**config.mk**
```make
export PLATFORM = sky130hd
export DESIGN_NAME = spi_gpu_top
export DESIGN_NICKNAME = d
export VERILOG_FILES = /design/src/spi_gpu_pkg.sv /design/src/spi_phase_fsm.sv /design/src/nibble_counter.sv /design/src/command_decoder.sv /design/src/audio_sample_loader.sv /design/src/response_shifter.sv /design/src/spi_gpu_top.sv
export VERILOG_INCLUDE_DIRS = /design/src
export SDC_FILE = /design/constraint.sdc
export NUM_CORES = 1
export LEC_CHECK = 0
export BUFFER_PORTS_ARGS = -buffer_cell sky130_fd_sc_hd__buf_2
export CORE_ASPECT_RATIO = 2
export CORE_MARGIN = 5
export CORE_UTILIZATION = 25
export CTS_CLUSTER_SIZE = 20
export DETAILED_ROUTE_END_ITERATION = 6
export GPL_TIMING_DRIVEN = 0
export SYNTH_ARGS = -nofsm -noshare
export SYNTH_HDL_FRONTEND = slang
export SYNTH_SLANG_ARGS = --single-unit
```
**constraint.sdc**
```tcl
create_clock -name sclk -period 4.4 [get_ports sclk]
set_clock_uncertainty 0.2 [all_clocks]
set_input_delay 0.22 -clock sclk [delete_from_list [all_inputs] [get_ports sclk]]
set_output_delay 0.22 -clock sclk [all_outputs]
set_load 0.01 [all_outputs]
```
**src/spi_gpu_settings.svh**
```systemverilog
`ifndef SPI_GPU_SETTINGS_SVH
`define SPI_GPU_SETTINGS_SVH

// value returned by the read magic number command
`define SPI_GPU_MAGIC 16'hA5C3

// turnaround cycles between command/read data and the response
`define SPI_GPU_DUMMY_CYCLES 2

// fixed upper bits of status register 0
`define SPI_GPU_STATUS_ID 5'b10110

// per-phase nibble counter width
// covers the longest audio write (2 + 256*8 nibbles)
`define SPI_GPU_CNT_W 12

// audio fifo fill level width
`define SPI_GPU_WNUM_W 11

`endif

```
**src/spi_gpu_pkg.sv**
```systemverilog
`default_nettype none

`include "spi_gpu_settings.svh"

package spi_gpu_pkg;

    // one qspi transfer on the four data lines
    typedef logic [3:0] nibble_t;

    // audio sample as written to the fifo
    typedef logic [31:0] sample_t;

    // response word, shifted out msb nibble first
    typedef logic [15:0] resp_t;

    typedef logic [`SPI_GPU_CNT_W-1:0] count_t;   // nibbles within a phase
    typedef logic [`SPI_GPU_WNUM_W-1:0] wnum_t;   // fifo fill level

    // transaction phases
    typedef enum logic [2:0]
    {
        IDLE        = 3'd0,   // first nibble of the command
        COMMAND     = 3'd1,   // second nibble of the command
        READ        = 3'd2,   // master to slave data
        WRITE_DUMMY = 3'd3,   // turnaround before the response
        WRITE       = 3'd4,   // slave to master data
        DONE        = 3'd5    // waits for cs to rise
    } phase_t;

    // bit 7 marks a read phase, bit 6 a write phase
    typedef enum logic [7:0]
    {
        CMD_DISABLE_OUTPUT     = 8'b0000_0000,
        CMD_ENABLE_OUTPUT      = 8'b0000_0001,
        CMD_READ_STATUS0       = 8'b0100_0000,
        CMD_AUDIO_READ_STATUS  = 8'b0101_0000,
        CMD_READ_MAGIC_NUMBER  = 8'b0110_0000,
        CMD_AUDIO_BUFFER_WRITE = 8'b1101_0001
    } cmd_t;

endpackage

`default_nettype wire

```
**src/spi_phase_fsm.sv**
```systemverilog
`default_nettype none

`include "spi_gpu_settings.svh"

module spi_phase_fsm
(
    input  logic                  sclk,
    input  logic                  reset,
    input  logic                  cs,
    input  logic                  has_read,
    input  logic                  has_write,
    input  logic                  read_done,
    input  logic                  write_done,
    input  spi_gpu_pkg::count_t   count,
    input  logic                  saturated,
    output spi_gpu_pkg::phase_t   phase,
    output logic                  phase_change
);
    spi_gpu_pkg::phase_t next_phase;

    // after the last dummy nibble the response starts
    wire dummy_over = count >= spi_gpu_pkg::count_t'(`SPI_GPU_DUMMY_CYCLES - 1);

    always_comb
    begin
        if (saturated)
            next_phase = spi_gpu_pkg::DONE;   // runaway transaction
        else
        begin
            case (phase)
                spi_gpu_pkg::IDLE:
                    next_phase = spi_gpu_pkg::COMMAND;
                spi_gpu_pkg::COMMAND:
                    if (has_read)
                        next_phase = spi_gpu_pkg::READ;
                    else if (has_write)
                        next_phase = spi_gpu_pkg::WRITE_DUMMY;
                    else
                        next_phase = spi_gpu_pkg::DONE;   // no data phase or undefined
                spi_gpu_pkg::READ:
                    if (!read_done)
                        next_phase = spi_gpu_pkg::READ;
                    else if (has_write)
                        next_phase = spi_gpu_pkg::WRITE_DUMMY;
                    else
                        next_phase = spi_gpu_pkg::DONE;
                spi_gpu_pkg::WRITE_DUMMY:
                    next_phase = dummy_over ? spi_gpu_pkg::WRITE : spi_gpu_pkg::WRITE_DUMMY;
                spi_gpu_pkg::WRITE:
                    next_phase = write_done ? spi_gpu_pkg::DONE : spi_gpu_pkg::WRITE;
                default:
                    next_phase = spi_gpu_pkg::DONE;   // DONE holds until cs rises
            endcase
        end
    end

    assign phase_change = next_phase != phase;

    always_ff @(posedge sclk)
    begin
        if (reset || cs)
            phase <= spi_gpu_pkg::IDLE;
        else
            phase <= next_phase;
    end

endmodule

`default_nettype wire

```
**src/nibble_counter.sv**
```systemverilog
`default_nettype none

module nibble_counter
(
    input  logic                  sclk,
    input  logic                  reset,
    input  logic                  cs,
    input  logic                  phase_change,
    output spi_gpu_pkg::count_t   count,
    output logic                  saturated
);
    // all ones is the ceiling, the fsm bails out to DONE there
    assign saturated = &count;

    always_ff @(posedge sclk)
    begin
        if (reset || cs)
            count <= '0;
        else if (phase_change)
            count <= '0;   // first nibble of the new phase is 0
        else if (!saturated)
            count <= count + 1'b1;
    end

endmodule

`default_nettype wire

```
**src/command_decoder.sv**
```systemverilog
`default_nettype none

module command_decoder
(
    input  logic                   sclk,
    input  logic                   reset,
    input  logic                   cs,
    input  spi_gpu_pkg::phase_t    phase,
    input  spi_gpu_pkg::nibble_t   data_in,
    output spi_gpu_pkg::cmd_t      cmd,
    output logic                   has_read,
    output logic                   has_write,
    output logic                   is_defined
);
    logic [7:0] cmd_q;

    always_ff @(posedge sclk)
    begin
        if (reset || cs)
            cmd_q <= '0;
        else if (phase == spi_gpu_pkg::IDLE || phase == spi_gpu_pkg::COMMAND)
            cmd_q <= {cmd_q[3:0], data_in};   // high nibble first
    end

    // low nibble is used live so the fsm can branch at the end of COMMAND
    assign cmd = (phase == spi_gpu_pkg::COMMAND) ? spi_gpu_pkg::cmd_t'({cmd_q[3:0], data_in})
                                                  : spi_gpu_pkg::cmd_t'(cmd_q);

    always_comb
    begin
        case (cmd)
            spi_gpu_pkg::CMD_DISABLE_OUTPUT,
            spi_gpu_pkg::CMD_ENABLE_OUTPUT,
            spi_gpu_pkg::CMD_READ_STATUS0,
            spi_gpu_pkg::CMD_AUDIO_READ_STATUS,
            spi_gpu_pkg::CMD_READ_MAGIC_NUMBER,
            spi_gpu_pkg::CMD_AUDIO_BUFFER_WRITE:
                is_defined = 1'b1;
            default:
                is_defined = 1'b0;
        endcase
    end

    assign has_read  = is_defined & cmd[7];
    assign has_write = is_defined & cmd[6];

endmodule

`default_nettype wire

```
**src/audio_sample_loader.sv**
```systemverilog
`default_nettype none

module audio_sample_loader
(
    input  logic                   sclk,
    input  logic                   reset,
    input  logic                   cs,
    input  spi_gpu_pkg::phase_t    phase,
    input  spi_gpu_pkg::cmd_t      cmd,
    input  spi_gpu_pkg::count_t    count,
    input  spi_gpu_pkg::nibble_t   data_in,
    input  logic                   fifo_full,
    input  logic                   fifo_almost_full,
    output logic                   read_done,
    output logic                   fifo_wren,
    output spi_gpu_pkg::sample_t   fifo_data,
    output logic                   full_seen,
    output logic                   almost_full_seen
);
    logic [7:0]           n_q;         // sample count, 0 means 256
    logic [8:0]           n_total;
    spi_gpu_pkg::count_t  last_cnt;    // count of the final data nibble
    spi_gpu_pkg::count_t  data_idx;    // nibble index within the sample data
    spi_gpu_pkg::sample_t sample_q;
    spi_gpu_pkg::sample_t word;

    wire active = phase == spi_gpu_pkg::READ && cmd == spi_gpu_pkg::CMD_AUDIO_BUFFER_WRITE;

    assign n_total  = (n_q == 8'd0) ? 9'd256 : {1'b0, n_q};
    assign last_cnt = spi_gpu_pkg::count_t'({n_total, 3'b000}) + 1'b1;
    assign data_idx = count - 2'd2;

    // sample as it arrives, first byte ends up in the top bits
    assign word = {sample_q[27:0], data_in};

    assign read_done = active && count == last_cnt;

    always_ff @(posedge sclk)
    begin
        if (reset || cs)
        begin
            n_q              <= '0;
            fifo_wren        <= 1'b0;
            full_seen        <= 1'b0;
            almost_full_seen <= 1'b0;
        end
        else
        begin
            fifo_wren <= 1'b0;
            if (active)
            begin
                if (count < 2)
                    n_q <= {n_q[3:0], data_in};
                else if (data_idx[2:0] == 3'b111)
                    fifo_wren <= 1'b1;   // eighth nibble of a sample
                if (fifo_full)
                    full_seen <= 1'b1;
                if (fifo_almost_full)
                    almost_full_seen <= 1'b1;
            end
        end
    end

    always_ff @(posedge sclk)
    begin
        if (active && count >= 2)
        begin
            sample_q <= word;
            if (data_idx[2:0] == 3'b111)
                fifo_data <= {word[7:0], word[15:8], word[23:16], word[31:24]};   // lsb byte came first
        end
    end

endmodule

`default_nettype wire

```
**src/response_shifter.sv**
```systemverilog
`default_nettype none

`include "spi_gpu_settings.svh"

module response_shifter
(
    input  logic                   sclk,
    input  logic                   reset,
    input  logic                   cs,
    input  spi_gpu_pkg::phase_t    phase,
    input  logic                   phase_change,
    input  spi_gpu_pkg::cmd_t      cmd,
    input  logic                   is_defined,
    input  spi_gpu_pkg::count_t    count,
    input  logic                   hblank,
    input  logic                   vblank,
    input  spi_gpu_pkg::wnum_t     fifo_wnum,
    input  logic                   fifo_full,
    input  logic                   fifo_almost_full,
    input  logic                   full_seen,
    input  logic                   almost_full_seen,
    output spi_gpu_pkg::nibble_t   data_out,
    output logic                   data_oe,
    output logic                   write_done,
    output logic                   output_enable
);
    logic [1:0]          hblank_ff;
    logic [1:0]          vblank_ff;
    logic [7:0]          status0;
    logic                cap_full;
    logic                cap_almost_full;
    spi_gpu_pkg::wnum_t  cap_wnum;
    spi_gpu_pkg::resp_t  resp_word;
    spi_gpu_pkg::resp_t  shift_q;
    spi_gpu_pkg::count_t last_nibble;

    wire enter_write = phase == spi_gpu_pkg::WRITE_DUMMY && phase_change;
    wire stay_write  = phase == spi_gpu_pkg::WRITE && !phase_change;

    // blanking comes from the video clock domain
    always_ff @(posedge sclk)
    begin
        hblank_ff <= {hblank_ff[0], hblank};
        vblank_ff <= {vblank_ff[0], vblank};
    end

    assign status0 = {`SPI_GPU_STATUS_ID, hblank_ff[1], vblank_ff[1], output_enable};

    always_ff @(posedge sclk)
    begin
        if (reset)
            output_enable <= 1'b0;
        else if (!cs && phase == spi_gpu_pkg::COMMAND && is_defined)
        begin
            if (cmd == spi_gpu_pkg::CMD_ENABLE_OUTPUT)
                output_enable <= 1'b1;
            else if (cmd == spi_gpu_pkg::CMD_DISABLE_OUTPUT)
                output_enable <= 1'b0;
        end
    end

    // fifo snapshot on the first dummy cycle
    always_ff @(posedge sclk)
    begin
        if (phase == spi_gpu_pkg::WRITE_DUMMY && count == '0)
        begin
            cap_full        <= fifo_full;
            cap_almost_full <= fifo_almost_full;
            cap_wnum        <= fifo_wnum;
        end
    end

    always_comb
    begin
        case (cmd)
            spi_gpu_pkg::CMD_READ_STATUS0:
                resp_word = {status0, 8'h00};
            spi_gpu_pkg::CMD_READ_MAGIC_NUMBER:
                resp_word = `SPI_GPU_MAGIC;
            spi_gpu_pkg::CMD_AUDIO_READ_STATUS:
                resp_word = {2'b00, cap_almost_full, cap_full, 1'b0, cap_wnum};
            spi_gpu_pkg::CMD_AUDIO_BUFFER_WRITE:
                resp_word = {almost_full_seen, full_seen, cap_almost_full, cap_full, 1'b0,
                             cap_wnum};
            default:
                resp_word = '0;
        endcase
    end

    // status0 is one byte, everything else two
    assign last_nibble = (cmd == spi_gpu_pkg::CMD_READ_STATUS0) ? spi_gpu_pkg::count_t'(1)
                                                                : spi_gpu_pkg::count_t'(3);
    assign write_done  = phase == spi_gpu_pkg::WRITE && count >= last_nibble;

    always_ff @(posedge sclk)
    begin
        if (reset || cs)
        begin
            data_out <= '0;
            data_oe  <= 1'b0;
        end
        else
        begin
            data_oe <= enter_write || stay_write;
            if (enter_write)
                data_out <= resp_word[15:12];   // first nibble goes out with the phase switch
            else if (phase == spi_gpu_pkg::WRITE)
                data_out <= shift_q[15:12];
        end
    end

    always_ff @(posedge sclk)
    begin
        if (enter_write)
            shift_q <= {resp_word[11:0], 4'h0};
        else if (phase == spi_gpu_pkg::WRITE)
            shift_q <= {shift_q[11:0], 4'h0};
    end

endmodule

`default_nettype wire

```
**src/spi_gpu_top.sv**
```systemverilog
`default_nettype none

module spi_gpu_top
(
    input  logic                   sclk,
    input  logic                   reset,
    input  logic                   cs,
    input  spi_gpu_pkg::nibble_t   data_in,
    output spi_gpu_pkg::nibble_t   data_out,
    output logic                   data_oe,
    input  logic                   hblank,
    input  logic                   vblank,
    output logic                   output_enable,
    output logic                   fifo_wren,
    output spi_gpu_pkg::sample_t   fifo_data,
    input  spi_gpu_pkg::wnum_t     fifo_wnum,
    input  logic                   fifo_full,
    input  logic                   fifo_almost_full
);
    spi_gpu_pkg::phase_t phase;
    logic                phase_change;
    spi_gpu_pkg::count_t count;
    logic                saturated;
    spi_gpu_pkg::cmd_t   cmd;
    logic                has_read;
    logic                has_write;
    logic                is_defined;
    logic                read_done;
    logic                write_done;
    logic                full_seen;
    logic                almost_full_seen;

    spi_phase_fsm fsm0 (
        .sclk         (sclk),
        .reset        (reset),
        .cs           (cs),
        .has_read     (has_read),
        .has_write    (has_write),
        .read_done    (read_done),
        .write_done   (write_done),
        .count        (count),
        .saturated    (saturated),
        .phase        (phase),
        .phase_change (phase_change)
    );

    nibble_counter cnt0 (
        .sclk         (sclk),
        .reset        (reset),
        .cs           (cs),
        .phase_change (phase_change),
        .count        (count),
        .saturated    (saturated)
    );

    command_decoder dec0 (
        .sclk       (sclk),
        .reset      (reset),
        .cs         (cs),
        .phase      (phase),
        .data_in    (data_in),
        .cmd        (cmd),
        .has_read   (has_read),
        .has_write  (has_write),
        .is_defined (is_defined)
    );

    audio_sample_loader aud0 (
        .sclk             (sclk),
        .reset            (reset),
        .cs               (cs),
        .phase            (phase),
        .cmd              (cmd),
        .count            (count),
        .data_in          (data_in),
        .fifo_full        (fifo_full),
        .fifo_almost_full (fifo_almost_full),
        .read_done        (read_done),
        .fifo_wren        (fifo_wren),
        .fifo_data        (fifo_data),
        .full_seen        (full_seen),
        .almost_full_seen (almost_full_seen)
    );

    response_shifter rsp0 (
        .sclk             (sclk),
        .reset            (reset),
        .cs               (cs),
        .phase            (phase),
        .phase_change     (phase_change),
        .cmd              (cmd),
        .is_defined       (is_defined),
        .count            (count),
        .hblank           (hblank),
        .vblank           (vblank),
        .fifo_wnum        (fifo_wnum),
        .fifo_full        (fifo_full),
        .fifo_almost_full (fifo_almost_full),
        .full_seen        (full_seen),
        .almost_full_seen (almost_full_seen),
        .data_out         (data_out),
        .data_oe          (data_oe),
        .write_done       (write_done),
        .output_enable    (output_enable)
    );

endmodule

`default_nettype wire

```
After elaboration in Yosys (flattened, before gate mapping)
Cells that the tools add are included.
Widths: inputs -> output; s select.
{ "classes": {"mux": 19, "order_cmp": 4, "eq_ne": 12, "addsub": 3, "bitwise_logic": 3, "n_reduce_logical": 29} }
{ "op_table": {"columns": ["op", "n"], "rows": [
  ["$pmux 16 s4", 1],
  ["$mux 16", 2],
  ["$add 12x1->12 const B", 2],
  ["$eq 8x7->1 const B", 3],
  ["$logic_not 8->1", 2],
  ["$mux 3", 5],
  ["$pmux 3 s5", 1],
  ["$eq 12x12->1", 1],
  ["$ge 12x1->1 const B", 1],
  ["$ge 12x2->1", 1],
  ["$ge 12x2->1 const B", 1],
  ["$logic_not 12->1", 1],
  ["$lt 12x2->1 const B", 1],
  ["$reduce_and 12->1", 1],
  ["$reduce_and 2->1", 5],
  ["$logic_and 1x1->1", 9],
  ["$mux 9", 1],
  ["$eq 8x1->1 const B", 1],
  ["$eq 8x8->1 const B", 1],
  ["$mux 4", 2],
  ["$mux 8", 1],
  ["$eq 3x2->1 const B", 2],
  ["$eq 3x3->1 const B", 2],
  ["$reduce_or 6->1", 1],
  ["other kinds (13)", 22]
]} }
{ "word_totals": {"register_bits": 129, "elab_cells": 88, "in_bits": 22, "output_inout_bits": 39} }

Longest topological paths before layout
{ "logic_depth": {"ltp_word": 14, "mapped_depth": 11, "ltp_nobuf": 9} }

Cells and area by module
Synthesis repeated with hierarchy kept, for this count alone.
{ "unflattened": {"cells_unflattened": 454, "hier_area_um2": 5487.8} }
{ "modules_own_cells": {"columns": ["module", "n_inst", "seq_area_each_um2", "cells_per_inst", "area_each_um2"], "rows": [
  ["audio_sample_loader", 1, 2021.9, 126, 2401.1],
  ["response_shifter", 1, 950.9, 124, 1491.4],
  ["command_decoder", 1, 160.2, 94, 608.1],
  ["nibble_counter", 1, 240.2, 66, 575.6],
  ["spi_phase_fsm", 1, 60.1, 44, 411.6]
]} }

Worst setup path after synthesis
OpenSTA, ideal clock, no wires.
{ "synth_path": {"path_kind": "register to register", "start": "register dec0.cmd_q[3]", "end": "register aud0.fifo_data[0], enable pin", "n_path_buf": 1, "period_less_slack_ns": 3.606, "arrival_ns": 3.014, "setup_ns": 0.392, "stages_incl_launch_ff": 6, "required_time_ns": 3.808, "path_slack_ns": 0.794, "cell_sequence": "dfxtp_1 clkbuf_8 nor4b_1 and4_1 o31a_1 and3b_1"} }
{ "synth_between": {"elab_chain_len": 5} }
{ "synth_rtl": {"columns": ["element", "line", "text"], "rows": [
  ["start, declared", "command_decoder.sv:15", "logic [7:0] cmd_q;"],
  ["start signal, assigned", "command_decoder.sv:22", "cmd_q <= {cmd_q[3:0], data_in};"],
  ["$mux 8", "command_decoder.sv:26", "assign cmd = (phase == spi_gpu_pkg::COMMAND) ? spi_gpu_pkg::cmd_t'({cmd_q[3:0], data_in})"],
  ["$eq 8x8->1", "audio_sample_loader.sv:27", "wire active = phase == spi_gpu_pkg::READ && cmd == spi_gpu_pkg::CMD_AUDIO_BUFFER_WRITE;"],
  ["$logic_and 1x1->1", "audio_sample_loader.sv:27", null],
  ["$logic_and 1x1->1", "audio_sample_loader.sv:66", "if (active && count >= 2)"],
  ["$reduce_and 2->1 (no source line)", null, null],
  ["end signal, assigned", "audio_sample_loader.sv:70", "fifo_data <= {word[7:0], word[15:8], word[23:16], word[31:24]};"],
  ["end, declared", "audio_sample_loader.sv:16", "output spi_gpu_pkg::sample_t fifo_data,"]
]} }
Every way passes these cells.
A chain may end at the register's enable or synchronous reset.

Worst setup path in the final report
{ "layout_path": {"start": "register dec0.cmd_q[3]", "end": "register cnt0.count[4]"} }
{ "layout_between": {"elab_chain_len": 11, "elab_cells_between_ends": 24, "classes_between": "order compare: 1; eq/ne: 6; mux: 9; bitwise: 2; reduce/logical: 6"} }
{ "layout_rtl": {"columns": ["element", "line", "text"], "rows": [
  ["$mux 8 *", "command_decoder.sv:26", null],
  ["parallel branches: the longest is 6 deep, another holds $ge 12x2->1", null, null],
  ["$pmux 3 s5 *", "spi_phase_fsm.sv:30", "case (phase)"],
  ["$mux 3 *", "spi_phase_fsm.sv:26", "if (saturated)"],
  ["$ne 3x3->1 *", "spi_phase_fsm.sv:57", "assign phase_change = next_phase != phase;"],
  ["$reduce_or 2->1 (no source line) *", null, null],
  ["end signal, assigned", "nibble_counter.sv:22", "count <= count + 1'b1;"],
  ["end, declared", "nibble_counter.sv:9", "output spi_gpu_pkg::count_t count,"]
]} }
Mark *: on every way between the ends.

==> reports/qor.log <==
[layout] final antenna diode count 0
[critical_path] crit path max fanout 10
[pwr] Net Sw Power 583 µW
[timing] share of the clock period used by the worst path 89.7%
[clock_network] clock tree from TritonCTS done
[layout] final net count 533
[synthesis] synthesized-area fraction occupied by adder cells 1.44%
[timing] final hold slack 0.128 ns
[synthesis] post-synthesis async set-or-reset flop share 0%
[synthesis] synthesized-area fraction occupied by ao, oa, aoi and oai cells 9.98%
[layout] most used cells in the layout excluding fill and tap cells 85 x edfxtp_1, 64 x buf_2, 44 x dfxtp_1, 35 x nand2_1, 25 x a21oi_1
[worst_hold_path] Min-Delay Path Class flop to flop
[die] die boundary width 112 µm
[timing] min setup slack post-route 0.455 ns
[critical_path] WP data arrival 4.03 ns
[routing] final wirelength 11,600 µm
[timing] Max transition margin 41.1%
[synthesis] post-synth net total 432
[synthesis] number of flip-flops and latches in the synthesized netlist 129
[clock_network] worst skew pair latency 0.42 ns
[timing] maximum achievable frequency 253 MHz
[clock_network] Clock Path Buffers 2
[routing] number of routed nets with antenna violations 0
[run] Max Cap Violations 0
[placement] count of input and output buffers 60
[synthesis] count of flip-flops with a built-in enable after synthesis 85
[placement] instance count after placement with tap cells included 734
[critical_path] worst endpoint required time 4.49 ns
[global_route] Remaining Overflow, GRT 0
[die] Total Die Area 24,100 µm²
[routing] mean number of vias per cell 4.49
[clock_network] master cell of the clock root buffer clkbuf_16
[pwr] leakage 2.36 nW
[timing] RSZ-0062 raised after global routing false
[synthesis] average size of a mapped cell 12.9 µm²
[layout] post-route non-filler standard cell count 787
[timing] endpoints failing hold 0
[placement] weighted congestion reported at the end of routability-driven placement 0.835
[layout] final core utilization 32.1%
[global_route] wire length of the first global-routing pass 18,400 µm
[synthesis] number of distinct library cell variants in the gate-level netlist after synthesis 63
[clock_network] H-tree levels 4
[synthesis] sequential cell area fraction in the yosys report 65.6%
[timing] max-slew violation count 0
[placement] pre-CTS setup slack -0.296 ns
[routing] DR vias 3,535
[critical_path] buffering stage count on the worst path with inverters included 1
[layout] final-layout fill cell count 2,105
[die] chip height 215 µm
[synthesis] Synth Flop Type edfxtp_1
[clock_network] Inserted Clock Buffers 17
[global_route] number of global-route vias before repair 3,622
[global_route] GRT Total Usage 9.88%
[pwr] switching share of total power 20.8%
[critical_path] top cell family by delay on the critical path compound AO/OA/AOI/OAI gates
[synthesis] Post-Synthesis Cell Area 5230 µm²
[routing] average wire length per cell after detail routing 14.7 µm
[routing] Post-route DRC 0
[critical_path] Critical Path Max Stage Delay 0.71 ns
[die] io pins 61
[synthesis] cell count after synthesis 404
[global_route] largest net degree at the start of global routing 33
[pwr] Power Internal 2.22 mW
[critical_path] Crit Path Category flop to flop
[synthesis] fraction of synthesized area in multiplexers 1.94%
[layout] most common library cell in the layout ignoring fill and taps edfxtp_1
[critical_path] critical path's slowest cell nor4b_1
[synthesis] parity-gate share of the synthesized area counting xor and xnor cells 2.51%
[placement] half-perimeter wire length of the detailed placement result 8460 µm
[critical_path] Worst Setup Start Kind flop
[global_route] antenna violations before repair 0
[timing] final count of negative-setup-slack endpoints 0
[synthesis] simple-gate portion of the synthesized area 15.5%
[pwr] worst vdd ir 0.284 mV
[outcome] result of the run completed
[pwr] Clk network pwr share 50.2%
[synthesis] Yosys warning count 0
[timing] transition time at the pin with the least slew margin 0.877 ns
[routing] number of DRC markers after the initial detailed-route iteration 221
[pwr] share of total power in combinational logic 3.5%
[clock_network] Reg clk slew, reported paths 0.06 ns
[clock_network] sinks on the clock net 129
[critical_path] cell breakdown of the critical path clkbuf_8, nor4b_1, nand4b_1, a21boi_0, nor2_1, ha_1, a2111oi_2, o21ba_2, a22oi_4, a2111oi_0
[timing] minimum clock period 3.95 ns
[critical_path] Crit. End Element flop
[layout] fraction of layout instances using a drive strength above 1 24.9%
[pwr] Pwr Density 418 nW/µm²
[die] row count 75
[routing] Pre-antenna DRT Iters 4
[layout] synthesis-to-finish area growth 28.0%
[die] core area 20,800 µm²
[pwr] sequential power share 46.3%
[synthesis] dominant combinational cell family by area after synthesis simple AND/OR/NAND/NOR gates
[die] starting density of the core 25.1%
[through the flow]
stage	TNS [ns]	instance area, µm²	total power, mW
after floorplan	0	5230	1.37
after global placement	-4.69	5870	1.40
after detailed placement	-9.38	5880	1.40
after CTS	0	6690	2.84
after global routing	0	6700	2.90
final	0	6700	2.80
[routing by layer]
layer | part of all wire, % | wire (µm) | track usage, %
met2 | 59 | 6810 | 19.1
met5 | 0 | 0 | 0
met3 | 3.6 | 420 | 2.49
met4 | 3.6 | 416 | 6.50
met1 | 34 | 3930 | 8.67
[Yosys cell counts, types with 3 or more instances]
cell | number | area, µm²
nor3_1 | 7 | 35.0
clkbuf_1 | 11 | 41.3
and2_1 | 4 | 25.0
mux2i_1 | 9 | 90.1
buf_6 | 4 | 45.0
a211oi_1 | 11 | 82.6
inv_1 | 4 | 15.0
nand3_1 | 21 | 105
xnor2_1 | 10 | 87.6
nor2_1 | 22 | 82.6
o21ai_0 | 14 | 70.1
o31ai_1 | 3 | 22.5
xor2_1 | 5 | 43.8
nor3_2 | 7 | 70.1
dfxtp_1 | 44 | 881
a21oi_1 | 25 | 125
nand2_1 | 35 | 131
ha_1 | 6 | 75.1
buf_2 | 4 | 20.0
nand4_1 | 7 | 43.8
nor2b_1 | 5 | 31.3
edfxtp_1 | 85 | 2550
nor4b_1 | 3 | 26.3
nand2b_1 | 4 | 25.0
and4_1 | 3 | 26.3
and3_1 | 4 | 25.0
[registers in the layout, summed over array words and instances (netlist names)]
register and count:
aud0.n_q 8, aud0.fifo_data 32, rsp0.output_enable 1, aud0.almost_full_seen 1, fsm0.phase 3, rsp0.cap_wnum 11, aud0.full_seen 1, aud0.fifo_wren 1
rsp0.hblank_ff 2, dec0.cmd_q 8, rsp0.cap_full 1, aud0.sample_q 28, rsp0.data_out 4, rsp0.cap_almost_full 1, rsp0.vblank_ff 2, cnt0.count 12
rsp0.shift_q 12, rsp0.data_oe 1
[kinds of logic after synthesis]
family | after synthesis
simple gates | 142
compound gates | 75
mux | 10
flops | 129
xor+xnor | 15
fa+ha+maj | 6
buf+inv | 27
[area by class of cell]
type	instances	area [µm²]	area share, %
sequential	129	3430	51.3
multi-input combinational	248	1650	24.6
timing repair buffer	82	522	7.79
clock buffer	22	474	7.08
tap	269	337	5.03
buffer	23	140	2.09
clock inverter	10	125	1.87
inverter	4	15.0	0.224
[final timing paths]
| kind | start | endpoint | slack (ns) | cells past startpoint |
|---|---|---|---|---|
| setup reg to reg | dec0.cmd_q[3]$_SDFFE_PP0P_ | cnt0.count[4]$_SDFFE_PP0N_ | 0.45 | 10 |
| hold / removal | rsp0.hblank_ff[0]$_DFF_P_ | rsp0.hblank_ff[1]$_DFF_P_ | 0.13 | 0 |
| setup / recovery | dec0.cmd_q[3]$_SDFFE_PP0P_ | cnt0.count[4]$_SDFFE_PP0N_ | 0.45 | 10 |
| hold reg to reg | rsp0.hblank_ff[0]$_DFF_P_ | rsp0.hblank_ff[1]$_DFF_P_ | 0.13 | 0 |
[power by group through the flow]
stage                     logic [mW]  registers (mW)  clock network, mW
after detailed placement      0.0821            1.32                  0
final                         0.0968            1.30               1.41
after floorplan               0.0528            1.32                  0
after global routing           0.105            1.30               1.49
after CTS                     0.0971            1.30               1.45
after global placement        0.0797            1.32                  0
[timing repair]
item | 4_1_cts | 5_1_grt
resized for setup | 1 | 0
hold endpoints to repair | 36 | 0
buffers inserted | 0 | 0
hold buffers | 21 | 0
setup endpoints to repair | 32 | 0
No activity file was read; power rests on OpenSTA's default activity.
